### config.mk
export PLATFORM = sky130hd
export DESIGN_NAME = decode_top
export DESIGN_NICKNAME = d
export VERILOG_FILES = /design/src/rtl/decode_pkg.sv /design/src/rtl/inst_decoder.sv /design/src/rtl/id_stage.sv /design/src/rtl/id_ex_reg.sv /design/src/rtl/decode_top.sv
export SDC_FILE = /design/constraint.sdc
export NUM_CORES = 1
export LEC_CHECK = 0
export BUFFER_PORTS_ARGS = -buffer_cell sky130_fd_sc_hd__buf_2
export CORE_MARGIN = 10
export CORE_UTILIZATION = 30
export CTS_BUF_LIST = sky130_fd_sc_hd__clkbuf_16
export CTS_CLUSTER_DIAMETER = 120
export CTS_CLUSTER_SIZE = 16
export DETAILED_ROUTE_END_ITERATION = 12
export HOLD_SLACK_MARGIN = 0.15
export PLACE_DENSITY_LB_ADDON = 0.05
export SLEW_MARGIN = 5
export SYNTH_ARGS = -nofsm -noshare
export SYNTH_HDL_FRONTEND = slang
export SYNTH_SLANG_ARGS = --single-unit
### constraint.sdc
create_clock -name clock -period 4.8 [get_ports clock]
set_input_delay 0.24 -clock clock [delete_from_list [all_inputs] [get_ports clock]]
set_output_delay 0.24 -clock clock [all_outputs]
set_load 0.01 [all_outputs]
### src/rtl/decode_pkg.sv
// opcodes, select encodings and packet types used by the decode RTL and its testbench
package decode_pkg;

  ////////////////////////////////////////////////////////////
  // alpha major opcodes, inst[31:26]
  ////////////////////////////////////////////////////////////
  localparam logic [5:0] pal_inst = 6'h00; // call_pal, only halt survives
  localparam logic [5:0] lda_inst = 6'h08; // load address
  localparam logic [5:0] inta_grp = 6'h10; // add, sub, compares
  localparam logic [5:0] intl_grp = 6'h11; // logicals
  localparam logic [5:0] ints_grp = 6'h12; // shifts
  localparam logic [5:0] intm_grp = 6'h13; // multiply
  localparam logic [5:0] jsr_grp  = 6'h1a; // jmp, jsr, ret, jsr_co
  localparam logic [5:0] ldq_inst = 6'h29;
  localparam logic [5:0] stq_inst = 6'h2d;
  localparam logic [5:0] br_inst  = 6'h30;
  localparam logic [5:0] bsr_inst = 6'h34;

  // fp branches sit among the integer ones, rejected by name
  localparam logic [5:0] fbeq_inst = 6'h31;
  localparam logic [5:0] fblt_inst = 6'h32;
  localparam logic [5:0] fble_inst = 6'h33;
  localparam logic [5:0] fbne_inst = 6'h35;
  localparam logic [5:0] fbge_inst = 6'h36;
  localparam logic [5:0] fbgt_inst = 6'h37;

  localparam logic [2:0] cbr_grp = 3'b111; // opcode[5:3] of blbc .. bgt

  ////////////////////////////////////////////////////////////
  // operate function field, inst[11:5]
  ////////////////////////////////////////////////////////////
  localparam logic [6:0] addq_fn   = 7'h20; // inta
  localparam logic [6:0] subq_fn   = 7'h29;
  localparam logic [6:0] cmpeq_fn  = 7'h2d;
  localparam logic [6:0] cmpult_fn = 7'h1d;
  localparam logic [6:0] cmpule_fn = 7'h3d;
  localparam logic [6:0] cmplt_fn  = 7'h4d;
  localparam logic [6:0] cmple_fn  = 7'h6d;
  localparam logic [6:0] and_fn    = 7'h00; // intl
  localparam logic [6:0] bic_fn    = 7'h08;
  localparam logic [6:0] bis_fn    = 7'h20;
  localparam logic [6:0] ornot_fn  = 7'h28;
  localparam logic [6:0] xor_fn    = 7'h40;
  localparam logic [6:0] eqv_fn    = 7'h48;
  localparam logic [6:0] srl_fn    = 7'h34; // ints
  localparam logic [6:0] sll_fn    = 7'h39;
  localparam logic [6:0] sra_fn    = 7'h3c;
  localparam logic [6:0] mulq_fn   = 7'h20; // intm

  localparam logic [25:0] halt_code = 26'h0555; // pal payload for halt
  localparam logic [4:0]  zero_reg  = 5'd31;    // r31, write is a no-op

  ////////////////////////////////////////////////////////////
  // datapath select encodings
  ////////////////////////////////////////////////////////////
  typedef enum logic [4:0] {
    alu_addq, alu_subq, alu_cmpeq, alu_cmpult, alu_cmpule, alu_cmplt,
    alu_cmple, alu_and, alu_bic, alu_bis, alu_ornot, alu_xor, alu_eqv,
    alu_srl, alu_sll, alu_sra, alu_mulq
  } alu_func_e;

  typedef enum logic [1:0] {
    opa_is_rega, opa_is_mem_disp, opa_is_npc, opa_is_not3
  } opa_sel_e;

  typedef enum logic [1:0] {
    opb_is_regb, opb_is_alu_imm, opb_is_br_disp
  } opb_sel_e;

  typedef enum logic [1:0] {
    dest_none, dest_is_rega, dest_is_regc
  } dest_sel_e;

  // operate format
  typedef struct packed {
    logic [5:0] opcode;
    logic [4:0] ra;
    logic [4:0] rb;     // literal[7:3] when is_lit
    logic [2:0] lit_lo; // literal[2:0], sbz for register form
    logic       is_lit;
    logic [6:0] func;
    logic [4:0] rc;
  } op_fmt_t;

  // memory format, branches reuse it with a wider disp
  typedef struct packed {
    logic [5:0]  opcode;
    logic [4:0]  ra;
    logic [4:0]  rb;
    logic [15:0] disp;
  } mem_fmt_t;

  typedef union packed {
    op_fmt_t  op;
    mem_fmt_t mem;
  } inst_u;

  typedef struct packed {
    inst_u inst;
    logic  valid;
  } fetch_slot_t;

  // one decoded slot as it crosses id/ex
  typedef struct packed {
    opa_sel_e  opa_sel;
    opb_sel_e  opb_sel;
    alu_func_e alu_func;
    logic [4:0] dest_idx; // zero_reg when nothing written
    logic [4:0] ra_idx;
    logic [4:0] rb_idx;
    logic       rd_mem;
    logic       wr_mem;
    logic       cond_br;
    logic       uncond_br;
    logic       halt;
    logic       illegal;
    logic       valid;
  } id_pkt_t;

endpackage

### src/rtl/inst_decoder.sv
// combinational decode of one alpha word into alu selects, memory and branch flags
`timescale 1ns/1ps

module inst_decoder (
  input  decode_pkg::inst_u     inst,
  input  logic                  valid_in,  // low gives the noop controls
  output decode_pkg::opa_sel_e  opa_sel,
  output decode_pkg::opb_sel_e  opb_sel,
  output decode_pkg::alu_func_e alu_func,
  output decode_pkg::dest_sel_e dest_sel,
  output logic                  rd_mem,
  output logic                  wr_mem,
  output logic                  cond_br,
  output logic                  uncond_br,
  output logic                  halt,
  output logic                  illegal,
  output logic                  valid     // issuable when neither halt nor illegal
);

  ////////////////////////////////////////////////////////////
  // decode pla
  ////////////////////////////////////////////////////////////
  always_comb
  begin
    // noop defaults that every group overrides as needed
    opa_sel   = decode_pkg::opa_is_rega;
    opb_sel   = decode_pkg::opb_is_regb;
    alu_func  = decode_pkg::alu_addq;
    dest_sel  = decode_pkg::dest_none;
    rd_mem    = 1'b0;
    wr_mem    = 1'b0;
    cond_br   = 1'b0;
    uncond_br = 1'b0;
    halt      = 1'b0;
    illegal   = 1'b0;

    if (valid_in)
    begin
      case (inst.op.opcode)
        decode_pkg::pal_inst:
          // only the halt payload is implemented
          if ({inst.mem.ra, inst.mem.rb, inst.mem.disp} == decode_pkg::halt_code)
            halt = 1'b1;
          else
            illegal = 1'b1;

        decode_pkg::inta_grp, decode_pkg::intl_grp,
        decode_pkg::ints_grp, decode_pkg::intm_grp:
        begin
          opb_sel  = inst.op.is_lit ? decode_pkg::opb_is_alu_imm
                                    : decode_pkg::opb_is_regb;
          dest_sel = decode_pkg::dest_is_regc; // operates write rc
          case (inst.op.opcode)
            decode_pkg::inta_grp:
              case (inst.op.func)
                decode_pkg::addq_fn:   alu_func = decode_pkg::alu_addq;
                decode_pkg::subq_fn:   alu_func = decode_pkg::alu_subq;
                decode_pkg::cmpeq_fn:  alu_func = decode_pkg::alu_cmpeq;
                decode_pkg::cmpult_fn: alu_func = decode_pkg::alu_cmpult;
                decode_pkg::cmpule_fn: alu_func = decode_pkg::alu_cmpule;
                decode_pkg::cmplt_fn:  alu_func = decode_pkg::alu_cmplt;
                decode_pkg::cmple_fn:  alu_func = decode_pkg::alu_cmple;
                default:               illegal  = 1'b1; // longword and scaled forms
              endcase
            decode_pkg::intl_grp:
              case (inst.op.func)
                decode_pkg::and_fn:    alu_func = decode_pkg::alu_and;
                decode_pkg::bic_fn:    alu_func = decode_pkg::alu_bic;
                decode_pkg::bis_fn:    alu_func = decode_pkg::alu_bis;
                decode_pkg::ornot_fn:  alu_func = decode_pkg::alu_ornot;
                decode_pkg::xor_fn:    alu_func = decode_pkg::alu_xor;
                decode_pkg::eqv_fn:    alu_func = decode_pkg::alu_eqv;
                default:               illegal  = 1'b1; // cmov family
              endcase
            decode_pkg::ints_grp:
              case (inst.op.func)
                decode_pkg::srl_fn:    alu_func = decode_pkg::alu_srl;
                decode_pkg::sll_fn:    alu_func = decode_pkg::alu_sll;
                decode_pkg::sra_fn:    alu_func = decode_pkg::alu_sra;
                default:               illegal  = 1'b1; // byte manipulation
              endcase
            decode_pkg::intm_grp:
              if (inst.op.func == decode_pkg::mulq_fn)
                alu_func = decode_pkg::alu_mulq;
              else
                illegal = 1'b1;
          endcase
        end

        decode_pkg::lda_inst, decode_pkg::ldq_inst, decode_pkg::stq_inst:
        begin
          // effective address = disp + regb
          opa_sel  = decode_pkg::opa_is_mem_disp;
          alu_func = decode_pkg::alu_addq;
          dest_sel = decode_pkg::dest_is_rega;
          if (inst.mem.opcode == decode_pkg::ldq_inst)
            rd_mem = 1'b1;
          else if (inst.mem.opcode == decode_pkg::stq_inst)
          begin
            wr_mem   = 1'b1;
            dest_sel = decode_pkg::dest_none; // stores write no register
          end
        end

        decode_pkg::jsr_grp:
        begin
          // all four jumps target regb & ~3
          opa_sel   = decode_pkg::opa_is_not3;
          alu_func  = decode_pkg::alu_and;
          dest_sel  = decode_pkg::dest_is_rega; // return link
          uncond_br = 1'b1;
        end

        decode_pkg::br_inst, decode_pkg::bsr_inst:
        begin
          opa_sel   = decode_pkg::opa_is_npc;
          opb_sel   = decode_pkg::opb_is_br_disp;
          dest_sel  = decode_pkg::dest_is_rega; // link npc
          uncond_br = 1'b1;
        end

        decode_pkg::fbeq_inst, decode_pkg::fblt_inst, decode_pkg::fble_inst,
        decode_pkg::fbne_inst, decode_pkg::fbge_inst, decode_pkg::fbgt_inst:
          illegal = 1'b1; // no fp unit

        default:
          if (inst.op.opcode[5:3] == decode_pkg::cbr_grp)
          begin
            opa_sel = decode_pkg::opa_is_npc;
            opb_sel = decode_pkg::opb_is_br_disp;
            cond_br = 1'b1;
          end
          else
            illegal = 1'b1; // fp operates and misc plus the loads and stores not kept
      endcase
    end

    valid = valid_in && !illegal && !halt;
  end

  ////////////////////////////////////////////////////////////
  // checks
  ////////////////////////////////////////////////////////////
  always_comb
  begin
    // memory, branch, halt and illegal come from separate arms
    a_flag_excl: assert ($onehot0({rd_mem, wr_mem, cond_br, uncond_br, halt, illegal}))
      else $error("decoder raises more than one memory, branch, halt or illegal flag");
    // every issuable word writes a register, stores or branches on a condition
    a_valid_class: assert (!valid || dest_sel != decode_pkg::dest_none || wr_mem || cond_br)
      else $error("decoder marks a word valid that has no effect");
  end

endmodule

### src/rtl/id_stage.sv
// decodes both fetch slots, picks destination indices and kills slot 2 behind a halt
`timescale 1ns/1ps

module id_stage (
  input  decode_pkg::fetch_slot_t slot_1, // older instruction
  input  decode_pkg::fetch_slot_t slot_2,
  output decode_pkg::id_pkt_t     dec_1,
  output decode_pkg::id_pkt_t     dec_2
);

  decode_pkg::dest_sel_e dest_sel_1;
  decode_pkg::dest_sel_e dest_sel_2;
  logic                  valid_in_2; // slot 2 after the ordering rule

  // dest mux, r31 when nothing is written back
  function automatic logic [4:0] dest_index(input decode_pkg::dest_sel_e sel,
                                            input decode_pkg::inst_u     inst);
    case (sel)
      decode_pkg::dest_is_regc: return inst.op.rc;
      decode_pkg::dest_is_rega: return inst.op.ra;
      default:                  return decode_pkg::zero_reg;
    endcase
  endfunction

  // nothing issues past a halt or illegal in slot 1
  assign valid_in_2 = slot_2.valid && !(slot_1.valid && (dec_1.halt || dec_1.illegal));

  ////////////////////////////////////////////////////////////
  // slot 1
  ////////////////////////////////////////////////////////////
  inst_decoder u_dec_1 (
    .inst      (slot_1.inst),
    .valid_in  (slot_1.valid),
    .opa_sel   (dec_1.opa_sel),
    .opb_sel   (dec_1.opb_sel),
    .alu_func  (dec_1.alu_func),
    .dest_sel  (dest_sel_1),
    .rd_mem    (dec_1.rd_mem),
    .wr_mem    (dec_1.wr_mem),
    .cond_br   (dec_1.cond_br),
    .uncond_br (dec_1.uncond_br),
    .halt      (dec_1.halt),
    .illegal   (dec_1.illegal),
    .valid     (dec_1.valid)
  );

  assign dec_1.ra_idx   = slot_1.inst.mem.ra; // same bits in every format
  assign dec_1.rb_idx   = slot_1.inst.mem.rb;
  assign dec_1.dest_idx = dest_index(dest_sel_1, slot_1.inst);

  ////////////////////////////////////////////////////////////
  // slot 2
  ////////////////////////////////////////////////////////////
  inst_decoder u_dec_2 (
    .inst      (slot_2.inst),
    .valid_in  (valid_in_2),
    .opa_sel   (dec_2.opa_sel),
    .opb_sel   (dec_2.opb_sel),
    .alu_func  (dec_2.alu_func),
    .dest_sel  (dest_sel_2),
    .rd_mem    (dec_2.rd_mem),
    .wr_mem    (dec_2.wr_mem),
    .cond_br   (dec_2.cond_br),
    .uncond_br (dec_2.uncond_br),
    .halt      (dec_2.halt),
    .illegal   (dec_2.illegal),
    .valid     (dec_2.valid)
  );

  assign dec_2.ra_idx   = slot_2.inst.mem.ra;
  assign dec_2.rb_idx   = slot_2.inst.mem.rb;
  assign dec_2.dest_idx = dest_index(dest_sel_2, slot_2.inst);

endmodule

### src/rtl/id_ex_reg.sv
// id/ex pipeline register for the decoded pair, holds on stall and drops flags on flush
`timescale 1ns/1ps

module id_ex_reg (
  input  logic                clock,
  input  logic                rst_n,
  input  logic                stall, // hold, fetch side holds too
  input  logic                flush, // wins over stall
  input  decode_pkg::id_pkt_t dec_1,
  input  decode_pkg::id_pkt_t dec_2,
  output decode_pkg::id_pkt_t ex_1,
  output decode_pkg::id_pkt_t ex_2
);

  always_ff @(posedge clock)
  begin
    if (!rst_n)
    begin
      ex_1 <= '0;
      ex_2 <= '0;
    end
    else if (flush)
    begin
      // squash both slots, payload left as is
      ex_1.valid   <= 1'b0;
      ex_1.halt    <= 1'b0;
      ex_1.illegal <= 1'b0;
      ex_2.valid   <= 1'b0;
      ex_2.halt    <= 1'b0;
      ex_2.illegal <= 1'b0;
    end
    else if (!stall)
    begin
      ex_1 <= dec_1;
      ex_2 <= dec_2;
    end
  end

  ////////////////////////////////////////////////////////////
  // checks
  ////////////////////////////////////////////////////////////
  a_clear: assert property (@(posedge clock)
    (!rst_n || flush) |=> !(ex_1.valid || ex_2.valid || ex_1.halt || ex_2.halt ||
                            ex_1.illegal || ex_2.illegal))
    else $error("id/ex still live one cycle after reset or flush");

  a_hold: assert property (@(posedge clock) disable iff (!rst_n)
    (stall && !flush) |=> ($stable(ex_1) && $stable(ex_2)))
    else $error("id/ex changed under stall");

endmodule

### src/rtl/decode_top.sv
// two-wide decode top, fetch slots in and registered id/ex packets out one cycle later
`timescale 1ns/1ps

module decode_top (
  input  logic                    clock,
  input  logic                    rst_n,
  input  logic                    stall,  // from execute
  input  logic                    flush,  // from execute, mispredict or trap
  input  decode_pkg::fetch_slot_t slot_1,
  input  decode_pkg::fetch_slot_t slot_2,
  output decode_pkg::id_pkt_t     ex_1,
  output decode_pkg::id_pkt_t     ex_2
);

  decode_pkg::id_pkt_t dec_1; // comb decode, slot 1
  decode_pkg::id_pkt_t dec_2; // comb decode, slot 2 after kill

  // decode, 0 cycles
  id_stage u_id_stage (
    .slot_1 (slot_1),
    .slot_2 (slot_2),
    .dec_1  (dec_1),
    .dec_2  (dec_2)
  );

  // pipeline register, 1 cycle
  id_ex_reg u_id_ex_reg (
    .clock (clock),
    .rst_n (rst_n),
    .stall (stall),
    .flush (flush),
    .dec_1 (dec_1),
    .dec_2 (dec_2),
    .ex_1  (ex_1),
    .ex_2  (ex_2)
  );

endmodule

==> results.tsv <==
metric	value	unit
rows	40	
min_period	2.65	ns
clk_pin_slew_worst_paths	0.06	ns
setup.worst_path.class	in -> reg	
seq_area	0.00124	mm2
dieArea	0.0174	mm2
grt_pass1_wl	21700	um
skew	0	ns
yosys-top-cells-area	dfxtp_1, nand2_1, a21boi_0, a221oi_1, clkbuf_1	
syn_area	0.00376	mm2
endpoint_kind	flip-flop	
hold_path_class	in -> reg	
finalPower	0.00140	W
postCtsSetupBuffers	0	
critPathLaunch	slot_1[28]	
cts_buffers	9	
place.gp.congestion	0.824	
synth_cell_types	71	
area_delta_synth_final	27.6	%
antenna_cells	0	
final_nets	651	
cts_root_buf	clkbuf_16	
die_h	132	um
placedCellCount	734	
wire_per_inst	18.1	um
cts_tree	built	
ctsResizeCount	0	
multi_input_area	0.00233	mm2
rr_worst_depth	3	
yosysSeqAreaShare	0.330	
ys_ff_latch	62	
vdd_drop_max	0.141	mV
die_w	132	um
cts.hold.buffers_added	0	
period_share	0.553	
syn_avg_cell_area	8.01	um2
layout.cells.most_common	buf_2	
r2r_slack	4.10	ns
post-dp-hpwl	10200	um
clkLatencyLatePin	0.33	ns
finalSetupViolations	0	
antenna_found_initial	0	
crit_required	5.03	ns
cp-start-kind	input port	
drive_gt1_frac	0.282	
p_leak	2.07	nW
grt_pass1_vias	3869	
initial_core_util	0.309	
synth_top_area_frac	0.330	
dpl-instance-area	0.00450	mm2
reg2reg_to	u_id_ex_reg.ex_1[30]	
slew_headroom	0.396	
drt_first_pass_iters	4	
cts.sinks	62	
p_per_area	292	mW/mm2
post-route-util	0.394	
synth_cells	469	
synthesis.nets	543	
clock_tree.buffer_depth	2	
stdcell_count	750	
maxCapViolCount	0	
grt-ovfl-total	0	
fin_area	0.00480	mm2
core_area	0.0122	mm2
drc	0	
hold_viol_final	0	
vias_per_cell	5.24	
r2r-start	u_id_ex_reg.ex_1[30]	
io_pins	132	
synth-edff-count	0	
htreeDepth	3	
postRouteAntennaNets	0	
io_buffers	131	
final_max_slew_viol_count	0	
tns	0	ns
via_count	3927	
grt_usage	0.152	
ys.flop_type	dfxtp_1	
grt_max_degree	52	
tightest_slew	0.906	ns
dr.first_iter.drc_count	246	
rsz0062_at_grt	no	
critPathMaxFanout	16	
crit_end	u_id_ex_reg.ex_2[19]	
async_flop_share	0	
arrival	2.88	ns
layout_common_cells	buf_2, nand2_1, dfxtp_1	
yosysWarnings	0	
yosys.area.top_type	dfxtp_1	
timing.fmax	0.377	GHz
status	finished, final reports clean	
nFillCells	1311	
wirelength	13500	um
[sequential cells by signal, indices dropped and copies added (netlist names)]
| signal | count |
|---|---|
| u_id_ex_reg.ex_1 | 31 |
| u_id_ex_reg.ex_2 | 31 |
[how the worst min path moves through the flow]
stage	start	end	slack [ns]	cells after the start
global placement	u_id_ex_reg.ex_2[30]	u_id_ex_reg.ex_2[30]	0.45	1
detailed placement	u_id_ex_reg.ex_2[30]	u_id_ex_reg.ex_2[30]	0.45	1
finish	slot_2[20]	u_id_ex_reg.ex_2[10]	0.17	3
global route	slot_1[17]	u_id_ex_reg.ex_1[7]	0.17	3
CTS	slot_2[18]	u_id_ex_reg.ex_2[8]	0.15	3
floorplan	slot_1[21]	u_id_ex_reg.ex_1[11]	0.38	2
[power by group]
group	switching [W]	internal, W	total (W)	leakage (nW)
combinational	0.000127	0.0000778	0.000204	1.43
sequential	0.00000857	0.000530	0.000539	0.504
clock	0.000254	0.000402	0.000656	0.142
total	0.000389	0.00101	0.00140	2.07
[metrics by stage]
step / setup slack (ns) / hold WS [ns]
4_1_cts: 2.16 / 0.153
6_report: 2.15 / 0.168
3_5_place_dp: 1.81 / 0.453
2_1_floorplan: 2.28 / 0.385
3_3_place_gp: 1.82 / 0.445
5_1_grt: 1.92 / 0.168
[final cells by class]
class / count / share of cell area
multi-input combinational: 360 / 0.487
sequential: 62 / 0.259
timing repair buffer: 133 / 0.140
clock buffer: 9 / 0.0470
tap: 168 / 0.0438
clock inverter: 7 / 0.0151
inverter: 11 / 0.00861
[cell usage after synthesis, types with 6 or more instances]
| master | count |
|---|---|
| nand2_1 | 97 |
| dfxtp_1 | 62 |
| a21boi_0 | 27 |
| clkbuf_1 | 27 |
| nor2_1 | 21 |
| nor2b_1 | 13 |
| nor3_1 | 13 |
| a221oi_1 | 12 |
| inv_1 | 11 |
| a21oi_1 | 10 |
| o211a_1 | 10 |
| nand3_1 | 8 |
| nor4b_1 | 8 |
| o21ai_0 | 8 |
| a32o_1 | 7 |
| nand2b_1 | 7 |
| xor2_1 | 7 |
| a22o_1 | 6 |
| a31oi_1 | 6 |
| nand4_1 | 6 |
[kinds of logic (layout without fill, tap and decap cells)]
group | Yosys count | count (layout) | share of synthesized area
simple gates | 218 | 218 | 0.302
mux | 4 | 4 | 0.0107
compound gates | 126 | 126 | 0.274
xor+xnor | 8 | 8 | 0.0186
fa+ha+maj | 4 | 4 | 0.0133
buf+inv | 47 | 160 | 0.0503
flops | 62 | 62 | 0.330
[critical path: stages]
cell      delay (ns)
buf_2           0.19
or4_4           0.55
nor3_1          0.36
nor2b_1         0.14
a41oi_4         0.37
o21ba_2         0.21
ha_1            0.35
a221oi_1        0.23
nand2_1         0.09
o211a_1         0.15
[routing by layer]
metal / track usage / share of wire / vias up
met1: 0.191 / 0.47 / 1852
met5: 0 / 0 / -
met3: 0.0438 / 0.054 / 10
met4: 0.0433 / 0.010 / 0
met2: 0.246 / 0.46 / 108
li1: - / - / 1957
Note: power is estimated with default switching activity, not from simulation.
